## src/design/cache_pkg.sv

```systemverilog
`default_nettype none

package cache_pkg;

    // cache geometry
    localparam int num_ways  = 2;
    localparam int num_banks = 4;    // 32-bit words per line
    localparam int num_sets  = 256;

    // address split is tag[31:12] index[11:4] offset[3:0]
    typedef logic [19:0]  tag_t;
    typedef logic [7:0]   index_t;
    typedef logic [3:0]   offset_t;
    typedef logic [1:0]   bank_t;     // word in line, also refill beat
    typedef logic         way_t;

    typedef logic [31:0]  word_t;
    typedef logic [3:0]   strb_t;
    typedef logic [127:0] line_t;
    typedef logic [31:0]  mem_addr_t;

    typedef logic [7:0]   lfsr_t;     // victim way picker

    // main controller states
    typedef enum logic [2:0] {
        idle,
        lookup,
        miss,       // victim write-back
        replace,    // line read request
        refill
    } ctrl_state_t;

endpackage

`default_nettype wire
```

## src/design/data_bank_arbiter.sv

```systemverilog
`timescale 1ns/10ps
`default_nettype none

module data_bank_arbiter (
    input  wire cache_pkg::ctrl_state_t   state,
    input  wire cache_pkg::index_t        lookup_index,
    input  wire cache_pkg::index_t        req_index,
    input  wire cache_pkg::way_t          victim_way,
    input  wire                           refill_we,
    input  wire cache_pkg::bank_t         refill_bank,
    input  wire cache_pkg::word_t         refill_word,
    input  wire                           sb_busy,
    input  wire cache_pkg::way_t          sb_way,
    input  wire cache_pkg::index_t        sb_index,
    input  wire cache_pkg::bank_t         sb_bank,
    input  wire cache_pkg::strb_t         sb_wstrb,
    input  wire cache_pkg::word_t         sb_word,
    output cache_pkg::index_t [cache_pkg::num_ways*cache_pkg::num_banks-1:0] bank_index,
    output cache_pkg::strb_t  [cache_pkg::num_ways*cache_pkg::num_banks-1:0] bank_we,
    output cache_pkg::word_t              bank_wdata
);

    import cache_pkg::*;

    logic refill_active;

    // refill beats only land while the controller is refilling
    assign refill_active = refill_we && (state == refill);

    // one shared write bus, refill and store buffer never overlap
    assign bank_wdata = refill_active ? refill_word : sb_word;

    always_comb begin
        for (int w = 0; w < num_ways; w++) begin
            for (int b = 0; b < num_banks; b++) begin
                if (refill_active && victim_way == way_t'(w) &&
                    refill_bank == bank_t'(b)) begin
                    // whole word from memory
                    bank_index[w*num_banks + b] = req_index;
                    bank_we[w*num_banks + b]    = '1;
                end else if (sb_busy && sb_way == way_t'(w) &&
                             sb_bank == bank_t'(b)) begin
                    bank_index[w*num_banks + b] = sb_index;
                    bank_we[w*num_banks + b]    = sb_wstrb;
                end else begin
                    bank_index[w*num_banks + b] = lookup_index;   // plain read
                    bank_we[w*num_banks + b]    = '0;
                end
            end
        end
    end

endmodule

`default_nettype wire

```

## config.mk

```make
export PLATFORM = sky130hd
export DESIGN_NAME = data_bank_arbiter
export DESIGN_NICKNAME = d
export VERILOG_FILES = /design/src/design/cache_pkg.sv /design/src/design/data_bank_arbiter.sv
export SDC_FILE = /design/constraint.sdc
export NUM_CORES = 1
export LEC_CHECK = 0
export BUFFER_PORTS_ARGS = -buffer_cell sky130_fd_sc_hd__buf_2
export CAP_MARGIN = 20
export CORE_MARGIN = 8
export CORE_UTILIZATION = 38
export DETAILED_ROUTE_END_ITERATION = 7
export PLACE_DENSITY = 0.85
export SYNTH_ARGS = -nofsm -noshare
export SYNTH_HDL_FRONTEND = slang
export SYNTH_SLANG_ARGS = --single-unit
```

## constraint.sdc

```tcl
create_clock -name vclk -period 1.8
set_clock_uncertainty 0.2 [all_clocks]
set_input_delay 0.09 -clock vclk [all_inputs]
set_output_delay 0.09 -clock vclk [all_outputs]
set_load 0.01 [all_outputs]
```

==> results.cfg <==
[logic_synthesis]
total_of_warnings_raised_by_yosys = 0
synthTopCellsByArea = mux2_2 (78%), a21o_1 (3.9%), o21ai_0 (3.5%)
synthesized_netlist_net_count = 341
ys_top_cells_by_count = mux2_2 (159), o21ai_0 (16), buf_2 (15)
yosysTopAreaCell = mux2_2
netlist_instances = 238
netlist-cell-type-count = 18
seq_area_frac_synth = 0
yosys.area.top_type_share = 0.775
synth_area_per_cell_um2 = 9.70
syn-cell-area_um2 = 2310
yosys.cell_count.top_type = mux2_2

[floorplan]
design.portCount = 231
rows = 28
dieArea_um2 = 8830
die_height_um = 94.0
die-width_um = 94.0
initial_utilization = 0.392
core_area_um2 = 5890

[grt]
grt_max_degree = 33
grt_pass1_wl_mm = 17.9
overflow = 0
antenna_violations_before_repair = 1
grt_pass1_vias = 3257
all_layer_global_routing_usage = 0.253

[min_path]
hold_path_startpoint = refill_word[30]
hold-path-endpoint = bank_wdata[30]
min-delay-path-class = primary input to primary output
hold-path-cell-count = 3

[sta]
timing.final.max_slew_violations = 0
layout_min_cycle_time_ns = 1.79
timing.hold.ws_ns = 0.290
maxClockFrequency_ghz = 0.558
fin_crit_sh = 0.996
setup_tns_ns = 0
setup_viol_count_final = 0
unrepaired_setup_endpoints_after_global_routing = yes
max_slew.worst_pin.slew_ns = 0.317
hold_violations = 0
slew_headroom = 0.788

[setup_path]
worst-endpoint-required_ns = 1.51
cp-end-kind = primary output
crit_type = primary input to primary output
critPathMostFrequentCell = mux2_2
critPathLaunchType = primary input
crit_path_top_delay_cell = and4bb_4
worst_endpoint_data_arrival_time_ns = 1.50
critPathMaxFanout = 10
critical_path.max_stage_delay_ns = 0.37
timing.critical_path.cells = buf_8 > and4bb_4 > buf_12 > mux2_2 > mux2_2 > buf_2

[final_layout]
post_route_cells_drive_above_1_share = 0.889
final_area_um2 = 3930
finish.utilization = 0.667
nFlopsAndLatches = 0
final-seq-area_um2 = 0
n_fill_cell = 543
clock_buffer_count = 0
multiInputGateArea_um2 = 2240
area_growth_syn_to_layout_pct = 70.0
fin_nets = 590

[power_and_ir_drop]
total_power_w = 0.000811
total_leakage_power_nw = 2.12
vdd.ir_drop.worst_uv = 154
power-per-cell-area_nw_per_um2 = 207

[job]
timing.max_cap.violations = 0

[outcome]
status = finished clean

[placement]
detailedPlacementHpwl_mm = 9.87
buffer_ports.inserted = 231
placed_cell_area_um2 = 3750
gp_congestion = 0.856

[routing]
drt_pre_antenna_iters = 4
vias_per_cell = 5.51
route.detailed.drc = 0
wl_per_cell_um = 21.9
final_antenna_net_count = 0
detail_route.iter0.violations = 97
route.vias.total = 3090
routed_wl_mm = 12.3
where the power goes:
group | switching (W) | internal (W)
clock network | 0 | 0.0000000000745
registers | 0 | 0
logic | 0.000374 | 0.000438
repair_timing:
action | in CTS | in global routing
setup endpoints to repair | 15 | 14
endpoints found under the hold margin | 0 | 0
pin swaps | 1 | 2
gates resized for setup | 23 | 16
gates cloned | 1 | 0
hold buffers | 0 | 0
setup buffers | 1 | 2
per-stage QoR:
stage          cells  setup slack (ns)
3_3_place_gp     556           -0.0214
5_1_grt          561           -0.0259
2_1_floorplan    238             0.205
3_5_place_dp     556           -0.0683
4_1_cts          558           0.00106
6_report         561           0.00753
cell families after synthesis:
kind of cell    share of synthesized area
mux                                 0.780
compound gates                     0.0737
simple gates                       0.0878
buf+inv                            0.0585
critical path: cells and delay by family:
family | cells | cell delay (ns)
and+or+nand+nor | 1 | 0.37
buffers and inverters | 3 | 0.41
muxes | 2 | 0.63
final cells by class:
cell class	instances	share of cell area
Tap cell	75	0.0239
Timing Repair Buffer	267	0.402
Antenna cell	1	0.000637
Multi-Input combinational cell	214	0.569
Inverter	4	0.00382
layer usage:
layer | track usage | vias up | part of all wire
met3 | 0.0711 | 22 | 0.099
met4 | 0.0713 | 0 | 0.022
met5 | 0 | - | 0
li1 | - | 1421 | -
met2 | 0.473 | 180 | 0.52
met1 | 0.269 | 1467 | 0.36
layout by cell type, fill, tap and decap left out, types with 3 or more instances in the layout:
cell | Yosys | layout
and4bb_2 | 3 | 3
inv_1 | 4 | 4
nand4b_1 | 6 | 6
mux2_2 | 159 | 146
buf_6 | 3 | 9
o21ai_0 | 16 | 16
mux2_4 | 0 | 13
a21o_1 | 12 | 12
buf_2 | 15 | 221
buf_12 | 0 | 7
nand2_1 | 8 | 8
buf_4 | 1 | 28
worst max-delay path by stage:
stage	to	startpoint	cells after the start
6_report	bank_index[37]	sb_bank[0]	6
5_1_grt	bank_index[2]	sb_bank[1]	6
4_1_cts	bank_index[2]	sb_bank[0]	6
3_5_place_dp	bank_index[37]	sb_bank[0]	6
3_3_place_gp	bank_index[38]	sb_bank[0]	6
2_1_floorplan	bank_index[1]	sb_way	4
No activity file was read; power rests on OpenSTA's default activity.
