`config.mk`:
```
export PLATFORM = sky130hd
export DESIGN_NAME = store_buffer
export DESIGN_NICKNAME = d
export VERILOG_FILES = /design/src/design/cache_pkg.sv /design/src/design/store_buffer.sv
export SDC_FILE = /design/constraint.sdc
export NUM_CORES = 1
export LEC_CHECK = 0
export ABC_CLOCK_PERIOD_IN_PS = 7900
export BUFFER_PORTS_ARGS = -buffer_cell sky130_fd_sc_hd__buf_2
export CORE_ASPECT_RATIO = 0.8
export CORE_MARGIN = 5
export CORE_UTILIZATION = 43
export CTS_CLUSTER_SIZE = 40
export DETAILED_ROUTE_END_ITERATION = 10
export HOLD_SLACK_MARGIN = 0.1
export PLACE_DENSITY = 0.91
export SLEW_MARGIN = 20
export SYNTH_ARGS = -nofsm -noshare
export SYNTH_HDL_FRONTEND = slang
export SYNTH_SLANG_ARGS = --single-unit
```
`constraint.sdc`:
```
create_clock -name clk -period 7.9 [get_ports clk]
set_clock_uncertainty 0.2 [all_clocks]
set_input_delay 0.79 -clock clk [delete_from_list [all_inputs] [get_ports clk]]
set_output_delay 0.79 -clock clk [all_outputs]
set_load 0.01 [all_outputs]
```
`src/design/cache_pkg.sv`:
```
`default_nettype none

package cache_pkg;

    // cache geometry
    localparam int num_ways  = 2;
    localparam int num_banks = 4;    // 32-bit words per line
    localparam int num_sets  = 256;

    // address split is tag[31:12] index[11:4] offset[3:0]
    typedef logic [19:0]  tag_t;
    typedef logic [7:0]   index_t;
    typedef logic [3:0]   offset_t;
    typedef logic [1:0]   bank_t;     // word in line, also refill beat
    typedef logic         way_t;

    typedef logic [31:0]  word_t;
    typedef logic [3:0]   strb_t;
    typedef logic [127:0] line_t;
    typedef logic [31:0]  mem_addr_t;

    typedef logic [7:0]   lfsr_t;     // victim way picker

    // main controller states
    typedef enum logic [2:0] {
        idle,
        lookup,
        miss,       // victim write-back
        replace,    // line read request
        refill
    } ctrl_state_t;

endpackage

`default_nettype wire
```
`src/design/store_buffer.sv`:
```
`timescale 1ns/10ps
`default_nettype none

module store_buffer (
    input  wire                           clk,
    input  wire                           resetn,
    input  wire cache_pkg::ctrl_state_t   state,
    input  wire [cache_pkg::num_ways-1:0] way_hit,
    input  wire                           req_op,
    input  wire cache_pkg::index_t        req_index,
    input  wire cache_pkg::bank_t         req_bank,
    input  wire cache_pkg::strb_t         req_wstrb,
    input  wire cache_pkg::word_t         req_wdata,
    output logic                          sb_busy,
    output cache_pkg::way_t               sb_way,
    output cache_pkg::index_t             sb_index,
    output cache_pkg::bank_t              sb_bank,
    output cache_pkg::strb_t              sb_wstrb,
    output cache_pkg::word_t              sb_word
);

    import cache_pkg::*;

    logic store_hit;

    assign store_hit = (state == lookup) && req_op && (|way_hit);

    // busy exactly the cycle after the hit
    always_ff @(posedge clk) begin
        if (!resetn)
            sb_busy <= 1'b0;
        else
            sb_busy <= store_hit;
    end

    always_ff @(posedge clk) begin
        if (store_hit) begin
            sb_way   <= way_t'(way_hit[1]);
            sb_index <= req_index;
            sb_bank  <= req_bank;
            sb_wstrb <= req_wstrb;
            sb_word  <= req_wdata;
        end
    end

endmodule

`default_nettype wire

```
==> impl_summary.txt <==
----------------------------------------------------
[Outcome]
  Run status ... finished, final reports clean

[Synth]
  Leading register cell type out of synthesis ... edfxtp_1
  Dominant cell by count in the synthesized netlist ... edfxtp_1
  Number of enable-type register cells in the synthesized netlist ... 47
  Number of flip-flops and latches in the synthesized netlist ... 48
  Yosys top cell area share ... 96.49%
  Synthesized instance count ... 52
  Top area cells in the synthesized netlist ... edfxtp_1 96%, dfxtp_1 1.4%, nor3b_2 0.86%
  Post-synthesis sequential area ratio ... 97.86%
  Synth Warn # ... 0
  Cell area after synthesis ... 0.001463 mm^2
  Area leader, netlist ... edfxtp_1
  Fraction of registers with async set/reset ... 0%
  Syn Nets ... 106
  Avg Cell Area, Syn ... 28.13 um^2
  Distinct cell type count after synthesis ... 5
  List of most frequent post-synthesis cells ... 47 x edfxtp_1, 2 x nor2_1, 1 x dfxtp_1, 1 x nand4bb_1, 1 x nor3b_2

[Worst setup path]
  Worst Path Class, Setup ... in -> reg
  Arrival @ worst endpoint ... 1970 ps
  Endpoint class of the critical path ... register
  Data required, critical path ... 7700 ps
  CP max FO ... 30
  Type of origin of the critical path ... input pin

[Finish]
  Count of placed standard cells in the final layout, fillers left out ... 204
  Share of cells above drive strength 1 ... 69.14%
  Filler instances ... 233
  Antenna Cells ... 0
  Fin nets ... 215
  Area delta synth->final ... 48.33%

[Timing]
  Worst slew slack as a fraction of its limit ... 64.58%
  Setup-failing EPs final ... 0
  Max frequency ... 461.9 MHz
  Unrepaired setup endpoints after global routing ... no
  Number of failing hold endpoints at the final stage ... 0
  Share of the clock period used by the worst path after layout ... 27.41%
  Slew at the pin closest to its max-slew limit ... 530.1 ps
  Post-layout min period ... 2165 ps
  Max Transition Viols Final ... 0
  Post-route setup TNS ... 0 ps

[CTS]
  Cell at the root of the clock tree ... clkbuf_8
  Number of post-CTS setup repair buffers ... 0
  Total CTS buffers ... 5
  Count of hold-fix buffers inserted at cts ... 0
  CTS sink cnt ... 48
  H-Tree Depth ... 2
  TritonCTS clock tree ... yes
  Clock slew at reported path FFs ... 80 ps
  Clock Path Buffers ... 2
  Post-CTS resize count ... 0

[Route]
  Number of DRC markers in iteration 0 ... 47
  Post-route DRC ... 0
  Via total after detailed routing ... 907
  Overall routed net length ... 3372 um
  Final routed wire length divided by cell count ... 16.53 um
  Remaining number of nets flagged by the antenna check after routing ... 0
  Via-per-instance ratio ... 4.446
  Number of iterations in the first detailed-routing pass ... 3

[Global route]
  Global-route wire length before repair ... 5195 um
  Total routing usage reported by global routing ... 15.82%
  Number of global-route vias before repair ... 1085
  Global route overflow ... 0
  Pin count of the biggest net entering global routing ... 48
  Antenna violations before repair ... 0

[Placement]
  Placed Instances ... 195
  Routability-driven placement congestion ratio ... 0.7463
  Quantity of I/O buffers inserted on ports ... 101

[Power and ir drop]
  LEAKAGE ... 0.9109 nW
  Pwr/cell area ... 228.3 mW/mm^2
  Worst vdd ir ... 0.0001537 V

[Floorplanning]
  # IOs ... 102
  Std-Cell Core Area ... 0.003352 mm^2
  Die H ... 62.17 um
  Rows ... 19
  Area of the die ... 0.004675 mm^2
  Chip Width ... 75.21 um
  Initial standard-cell utilization of the core ... 43.64%

[Flow run]
  Max cap viols ... 0

[Worst hold path]
  Path type of the worst min-delay path ... in -> reg

----------------------------------------------------
-- routing by layer --
metal	vias to the layer above	GRT usage, %	part of all wire (%)
li1	424	-	-
met1	411	13.83	31
met2	65	26.52	51
met3	7	10.81	17
met4	0	7.860	2.1
met5	-	0	0
-- path summary, 6_finish.rpt --
check	cells after the start	to	start	slack (ps)
setup / recovery	4	sb_word[13]	state[2]	5730
hold / removal	1	sb_bank[1]	req_bank[1]	460
-- layout make-up --
type | instances | area (um^2) | area share (%)
Clock buffer | 6 | 82.58 | 3.806
Timing Repair Buffer | 102 | 525.5 | 24.22
Tap cell | 42 | 52.55 | 2.422
Sequential cell | 48 | 1431 | 65.97
Clock inverter | 2 | 38.79 | 1.788
Multi-Input combinational cell | 4 | 38.79 | 1.788
-- sequential cells by signal (all words and copies together), names as in the netlist --
name      flops
sb_word      32
sb_wstrb      4
sb_way        1
sb_busy       1
sb_bank       2
sb_index      8
-- report_power, final --
part	internal (mW)	total [mW]	switching [mW]
clock	0.103	0.182	0.0782
combinational	0.0140	0.0258	0.0119
sequential	0.286	0.288	0.00146
total	0.404	0.495	0.0915
-- placed cells by master, fill, tap and decap left out, drive strengths merged --
cell     netlist  routed
nand4bb        1       1
nor3b          1       1
edfxtp        47      47
buf            0     102
nor2           2       2
clkinv         0       1
clkbuf         0       6
bufinv         0       1
dfxtp          1       1
-- per-stage QoR --
step           setup WS [ps]  hold WS [ps]  instance area [um^2]  total power [mW]  utilization, %
3_3_place_gp            5202         766.0                  2028            0.3178           60.51
4_1_cts                 5397         445.1                  2150            0.5014           64.13
5_1_grt                 5669         438.9                  2170            0.5176           64.73
3_5_place_dp            5048         768.1                  2028            0.3198           60.51
2_1_floorplan           4232         688.9                  1463            0.3000               -
6_report                5735         462.8                  2170            0.4953           64.73
-- worst max-delay path, stage by stage --
cell and delay [ps]:
buf_2 100, nand4bb_1 290, nor2_4 510, buf_12 260
-- logic make-up (layout without fill, tap and decap cells) --
kind of cell | count (synthesis) | in the layout | share of synthesized area [%]
DFF | 48 | 48 | 97.86
buffers and inverters | 0 | 110 | 0
and+or+nand+nor | 4 | 4 | 2.139
(Power assumes the default switching activity.)
