File: src/design/cache_pkg.sv
`default_nettype none

package cache_pkg;

    // cache geometry
    localparam int num_ways  = 2;
    localparam int num_banks = 4;    // 32-bit words per line
    localparam int num_sets  = 256;

    // address split is tag[31:12] index[11:4] offset[3:0]
    typedef logic [19:0]  tag_t;
    typedef logic [7:0]   index_t;
    typedef logic [3:0]   offset_t;
    typedef logic [1:0]   bank_t;     // word in line, also refill beat
    typedef logic         way_t;

    typedef logic [31:0]  word_t;
    typedef logic [3:0]   strb_t;
    typedef logic [127:0] line_t;
    typedef logic [31:0]  mem_addr_t;

    typedef logic [7:0]   lfsr_t;     // victim way picker

    // main controller states
    typedef enum logic [2:0] {
        idle,
        lookup,
        miss,       // victim write-back
        replace,    // line read request
        refill
    } ctrl_state_t;

endpackage

`default_nettype wire
File: src/design/cache_ctrl.sv
`timescale 1ns/10ps
`default_nettype none

module cache_ctrl (
    input  wire                           clk,
    input  wire                           resetn,
    input  wire                           valid,
    input  wire                           op,
    input  wire cache_pkg::index_t        index,
    input  wire cache_pkg::tag_t          tag,
    input  wire cache_pkg::offset_t       offset,
    input  wire cache_pkg::strb_t         wstrb,
    input  wire cache_pkg::word_t         wdata,
    input  wire                           sb_busy,
    input  wire [cache_pkg::num_ways-1:0] way_hit,
    input  wire cache_pkg::tag_t          victim_tag,
    input  wire                           victim_valid,
    input  wire                           victim_dirty,
    input  wire cache_pkg::word_t         hit_word,
    input  wire cache_pkg::line_t         victim_line,
    input  wire                           rd_rdy,
    input  wire                           ret_valid,
    input  wire                           ret_last,
    input  wire cache_pkg::word_t         ret_data,
    input  wire                           wr_rdy,
    output logic                          addr_ok,
    output logic                          data_ok,
    output cache_pkg::word_t              rdata,
    output cache_pkg::ctrl_state_t        state,
    output cache_pkg::index_t             lookup_index,
    output cache_pkg::index_t             req_index,
    output cache_pkg::tag_t               req_tag,
    output cache_pkg::bank_t              req_bank,
    output logic                          req_op,
    output cache_pkg::strb_t              req_wstrb,
    output cache_pkg::word_t              req_wdata,
    output logic                          refill_we,
    output cache_pkg::bank_t              refill_bank,
    output cache_pkg::word_t              refill_word,
    output logic                          refill_done,
    output cache_pkg::way_t               victim_way,
    output logic                          rd_req,
    output cache_pkg::mem_addr_t          rd_addr,
    output logic                          wr_req,
    output cache_pkg::mem_addr_t          wr_addr,
    output cache_pkg::line_t              wr_data
);

    import cache_pkg::*;

    ctrl_state_t state_nxt;
    logic        accept;
    logic        cache_hit;
    logic        need_wb;       // victim has to go back first
    word_t       store_mask;
    word_t       miss_word;
    lfsr_t       lfsr;

    assign accept    = valid & addr_ok;
    assign cache_hit = |way_hit;
    assign need_wb   = victim_valid & victim_dirty;

    // new requests wait while a store hit is still pending
    assign addr_ok = (state == idle) & ~sb_busy;
    assign data_ok = ((state == lookup) & cache_hit) | refill_done;

    always_comb begin
        if (state == lookup)
            rdata = hit_word;
        else if (refill_bank == req_bank)
            rdata = ret_data;      // wanted word is the current beat
        else
            rdata = miss_word;
    end

    always_comb begin
        state_nxt = state;
        case (state)
            idle:
                if (accept)
                    state_nxt = lookup;
            lookup:
                state_nxt = cache_hit ? idle : miss;
            miss:
                if (!need_wb || wr_rdy)
                    state_nxt = replace;
            replace:
                if (rd_rdy)
                    state_nxt = refill;
            refill:
                if (refill_done)
                    state_nxt = idle;
            default:
                state_nxt = idle;
        endcase
    end

    always_ff @(posedge clk) begin
        if (!resetn)
            state <= idle;
        else
            state <= state_nxt;
    end

    always_ff @(posedge clk) begin
        if (accept) begin
            req_op    <= op;
            req_index <= index;
            req_tag   <= tag;
            req_bank  <= offset[3:2];
            req_wstrb <= wstrb;
            req_wdata <= wdata;
        end
    end

    // rams see the live index only while a request can be taken
    assign lookup_index = (state == idle) ? index : req_index;

    assign refill_we   = (state == refill) & ret_valid;
    assign refill_done = refill_we & ret_last;

    assign store_mask = {{8{req_wstrb[3]}}, {8{req_wstrb[2]}},
                         {8{req_wstrb[1]}}, {8{req_wstrb[0]}}};

    // store miss merges its bytes into the matching beat
    assign refill_word = (req_op && refill_bank == req_bank) ?
                         (req_wdata & store_mask) | (ret_data & ~store_mask) :
                         ret_data;

    always_ff @(posedge clk) begin
        if (!resetn)
            refill_bank <= '0;
        else if (refill_done)
            refill_bank <= '0;
        else if (refill_we)
            refill_bank <= refill_bank + 1'b1;
    end

    always_ff @(posedge clk) begin
        if (refill_we && refill_bank == req_bank)
            miss_word <= ret_data;
    end

    // taps 8,6,5,4
    always_ff @(posedge clk) begin
        if (!resetn)
            lfsr <= 8'h01;
        else if (refill_done)
            lfsr <= {lfsr[6:0], lfsr[7] ^ lfsr[5] ^ lfsr[4] ^ lfsr[3]};
    end

    assign victim_way = lfsr[0];

    assign rd_req  = (state == replace);
    assign rd_addr = {req_tag, req_index, 4'b0000};
    assign wr_req  = (state == miss) & need_wb;
    assign wr_addr = {victim_tag, req_index, 4'b0000};
    assign wr_data = victim_line;

endmodule

`default_nettype wire

File: config.mk
export PLATFORM = sky130hd
export DESIGN_NAME = cache_ctrl
export DESIGN_NICKNAME = d
export VERILOG_FILES = /design/src/design/cache_pkg.sv /design/src/design/cache_ctrl.sv
export SDC_FILE = /design/constraint.sdc
export NUM_CORES = 1
export LEC_CHECK = 0
export BUFFER_PORTS_ARGS = -buffer_cell sky130_fd_sc_hd__buf_4
export CORE_AREA = 2 2 246 248
export CTS_CLUSTER_SIZE = 14
export DETAILED_ROUTE_END_ITERATION = 6
export DIE_AREA = 0 0 248 250
export HOLD_SLACK_MARGIN = 0.03
export SYNTH_ARGS = -nofsm -noshare
export SYNTH_HDL_FRONTEND = slang
export SYNTH_SLANG_ARGS = --single-unit
File: constraint.sdc
create_clock -name clk -period 6.6 [get_ports clk]
set_input_delay 1.32 -clock clk [delete_from_list [all_inputs] [get_ports clk]]
set_output_delay 1.32 -clock clk [all_outputs]
set_load 0.1 [all_outputs]
==> flow_summary.ini <==
[routing]
drc = 0
drt-total-wl_um = 34300
vias_per_cell = 3.03
post_drt_wl_per_cell_um = 23.4
vias = 4441
ant_nets = 0
drtPass1Iterations = 6
drt_iter0_drc = 126

[clocking]
postCtsSetupBuffers = 0
clk_latency_ns = 0.39
cts_buffer_depth = 2
cts-htree-levels = 3
post_cts_resized = 0
numClockSinks = 112
cts_tree = built
path_clk_slew_ns = 0.09
numCtsBuffers = 9
ctsHoldBuffers = 0
root_buffer = clkbuf_16

[synthesis]
synth_most_common_cell = buf_4
synth.avg_cell_area_um2 = 11.9
synth_common_cells = 195 x buf_4, 99 x edfxtp_1, 52 x nand2_1, 35 x o21ai_0, 34 x mux2_2
synth_area_um2 = 6320
ys_top_cells_by_area = edfxtp_1 47%, buf_4 23%, mux2_2 6.1%
ys.flop_type = edfxtp_1
synth-edff-count = 99
synth_top_area_cell = edfxtp_1
synth_top_area_frac = 0.470
yosysUniqueCellTypes = 34
postSynthCellCount = 532
async_flop_share = 0
synth_warnings = 0
seq_area_frac_synth = 0.511
synth-seq-cells = 112

[power_and_ir_drop]
p_int_w = 0.00122
switchingPower_w = 0.000867
p_leak_nw = 3.48
peakVddDrop_mv = 0.116
p_clk_frac = 0.280
p_seq_frac = 0.389
swShare = 0.416
power_density_nw_per_um2 = 241
pwr-share-comb = 0.331

[worst_hold_path]
hold_path_class = register to register
hold_depth = 2
holdCritStartpoint = lfsr[1]
hold_path_end = lfsr[2]

[final_layout]
final_util = 0.145
multi_input_area_um2 = 1600
fillCellCount = 6662
ff_latch_area_um2 = 3230
area_delta_synth_final_pct = 36.6
finalInstanceArea_um2 = 8640
drive_gt1_frac = 0.586
num-nets-final = 971

[sta]
tns_ns = 0
fin_ws_ns = 2.42
fin_crit_sh = 0.633
fmax_mhz = 239
finalSetupViolCount = 0
slew_violations = 0
grt_setup_unrepaired = false
relSlewSlack = 0.472
timing.final.crit_period_ns = 4.18
worst_pin_slew_ns = 0.792
worst_clock_skew_ns = 0.0144
hold_viol_final = 0

[floorplanning]
fp.dieW_um = 248
die_y_um = 250
dieArea_um2 = 62000
core_um2 = 59600
num_rows = 90
start_util = 0.106
io_pins = 636

[placement]
hpwl_um = 30200
pre_cts_slack_ns = 2.75
place_area_um2 = 8340
portBuffers = 329
place_congestion = 0.792

[global_route]
grt_pass1_wl_um = 41800
track_usage = 0.105
grt_pass1_vias = 4552
gr-total-overflow = 0
grt_max_degree = 53
antenna_found_initial = 2

[setup_path]
r2r_slack_ns = 3.69
crit_path_end_kind = output pin
crit_fanout = 18
rr_startpoint = refill_bank[0]
required_ns = 5.28
setup.worst_path.class = register to output pin
r2r_cells = 5
r2r_end = miss_word[9]
cp_data_arrival_time_ns = 2.86
start_kind = register

[status]
outcome = finished, final reports clean

[flow_run]
drv_cap = 0
per-layer routing:
layer | wire length, um | vias to the layer above | global-route usage
met5 | 8 | - | 0
met4 | 859 | 2 | 0.0352
met3 | 5930 | 38 | 0.0743
met2 | 19800 | 433 | 0.217
met1 | 7730 | 2040 | 0.0650
li1 | - | 1928 | -
state kept, by name, indices dropped and copies added (netlist names):
signal	flops
lfsr	8
state	3
req_op	1
refill_bank	2
req_bank	2
req_wdata	32
req_wstrb	4
req_tag	20
req_index	8
miss_word	32
critical path, cell delays in order, from the launching register on:
cell and delay, ns:
dfxtp_1 0.49, xnor2_1 0.15, nand2_2 0.50, buf_4 0.50
mux2i_1 0.13, o21ai_0 0.28, buf_4 0.36
kinds of logic (layout without fill, tap and decap cells):
logic type | Yosys count | after routing | synth area share
AO/OA/AOI/OAI | 49 | 49 | 0.0433
XOR/XNOR | 5 | 5 | 0.00692
buffers and inverters | 211 | 355 | 0.243
flip-flops | 112 | 112 | 0.511
multiplexers | 73 | 73 | 0.127
other | 1 | 10 | 0.000593
AND/OR/NAND/NOR | 81 | 81 | 0.0679
worst max path at each step:
| stage | start | endpoint | slack [ns] | depth (start not counted) |
|---|---|---|---|---|
| 2_1_floorplan | sb_busy | req_bank[0] | 0.01 | 2 |
| 3_3_place_gp | refill_bank[0] | rdata[4] | 2.78 | 6 |
| 3_5_place_dp | refill_bank[0] | rdata[4] | 2.75 | 6 |
| 4_1_cts | refill_bank[0] | rdata[4] | 2.29 | 6 |
| 5_1_grt | refill_bank[0] | rdata[4] | 2.25 | 6 |
| 6_report | refill_bank[0] | rdata[31] | 2.42 | 6 |
power groups by stage:
stage / Combinational (W) / Sequential, W / Clock, W
after floorplan: 0.000811 / 0.000955 / 0
after global placement: 0.000691 / 0.000826 / 0
after detailed placement: 0.000694 / 0.000826 / 0
after CTS: 0.000693 / 0.000811 / 0.000620
after global routing: 0.000707 / 0.000813 / 0.000641
final: 0.000689 / 0.000810 / 0.000584
cell type report:
type,count,share of cell area
Antenna cell,2,0.000579
Clock buffer,9,0.0261
Inverter,4,0.00174
Timing Repair Buffer,335,0.291
Tap cell,782,0.113
Sequential cell,112,0.374
Clock inverter,7,0.00811
Multi-Input combinational cell,216,0.185
metrics by stage:
step | hold WS (ns) | std cells | total power (W)
floorplan | 0.441 | 539 | 0.00177
global placement | 0.447 | 1449 | 0.00152
detailed placement | 0.465 | 1449 | 0.00152
CTS | 0.479 | 1465 | 0.00212
global route | 0.505 | 1466 | 0.00216
finish | 0.480 | 1467 | 0.00208
placed cells by master, fill, tap and decap left out:
cell,netlist,routed
dfxtp_1,13,13
clkinv_8,0,1
nand2_2,1,1
and4b_1,1,1
nor2_1,5,4
or4b_1,2,2
clkbuf_16,0,9
nand3b_1,2,2
nor2_4,1,2
nand3_4,4,4
nand4bb_1,1,1
nor3_2,0,1
a21boi_0,9,9
inv_6,0,2
clkinv_4,0,1
and2_1,1,1
nor3b_1,2,1
inv_8,0,2
conb_1,1,8
nor2b_1,2,2
buf_4,195,335
nand2b_1,1,1
o21ai_0,35,35
inv_1,3,3
xnor2_1,5,5
nor3_1,3,2
clkinv_2,0,1
diode_2,0,2
mux2_4,6,6
or2_1,1,1
o211ai_1,1,1
nand2_1,52,52
nor3b_2,0,1
a21oi_1,3,3
mux2_2,34,34
o221ai_1,1,1
clkinv_1,1,1
mux2i_1,33,33
edfxtp_1,99,99
nand3_1,2,2
No activity file was read; power rests on OpenSTA's default activity.
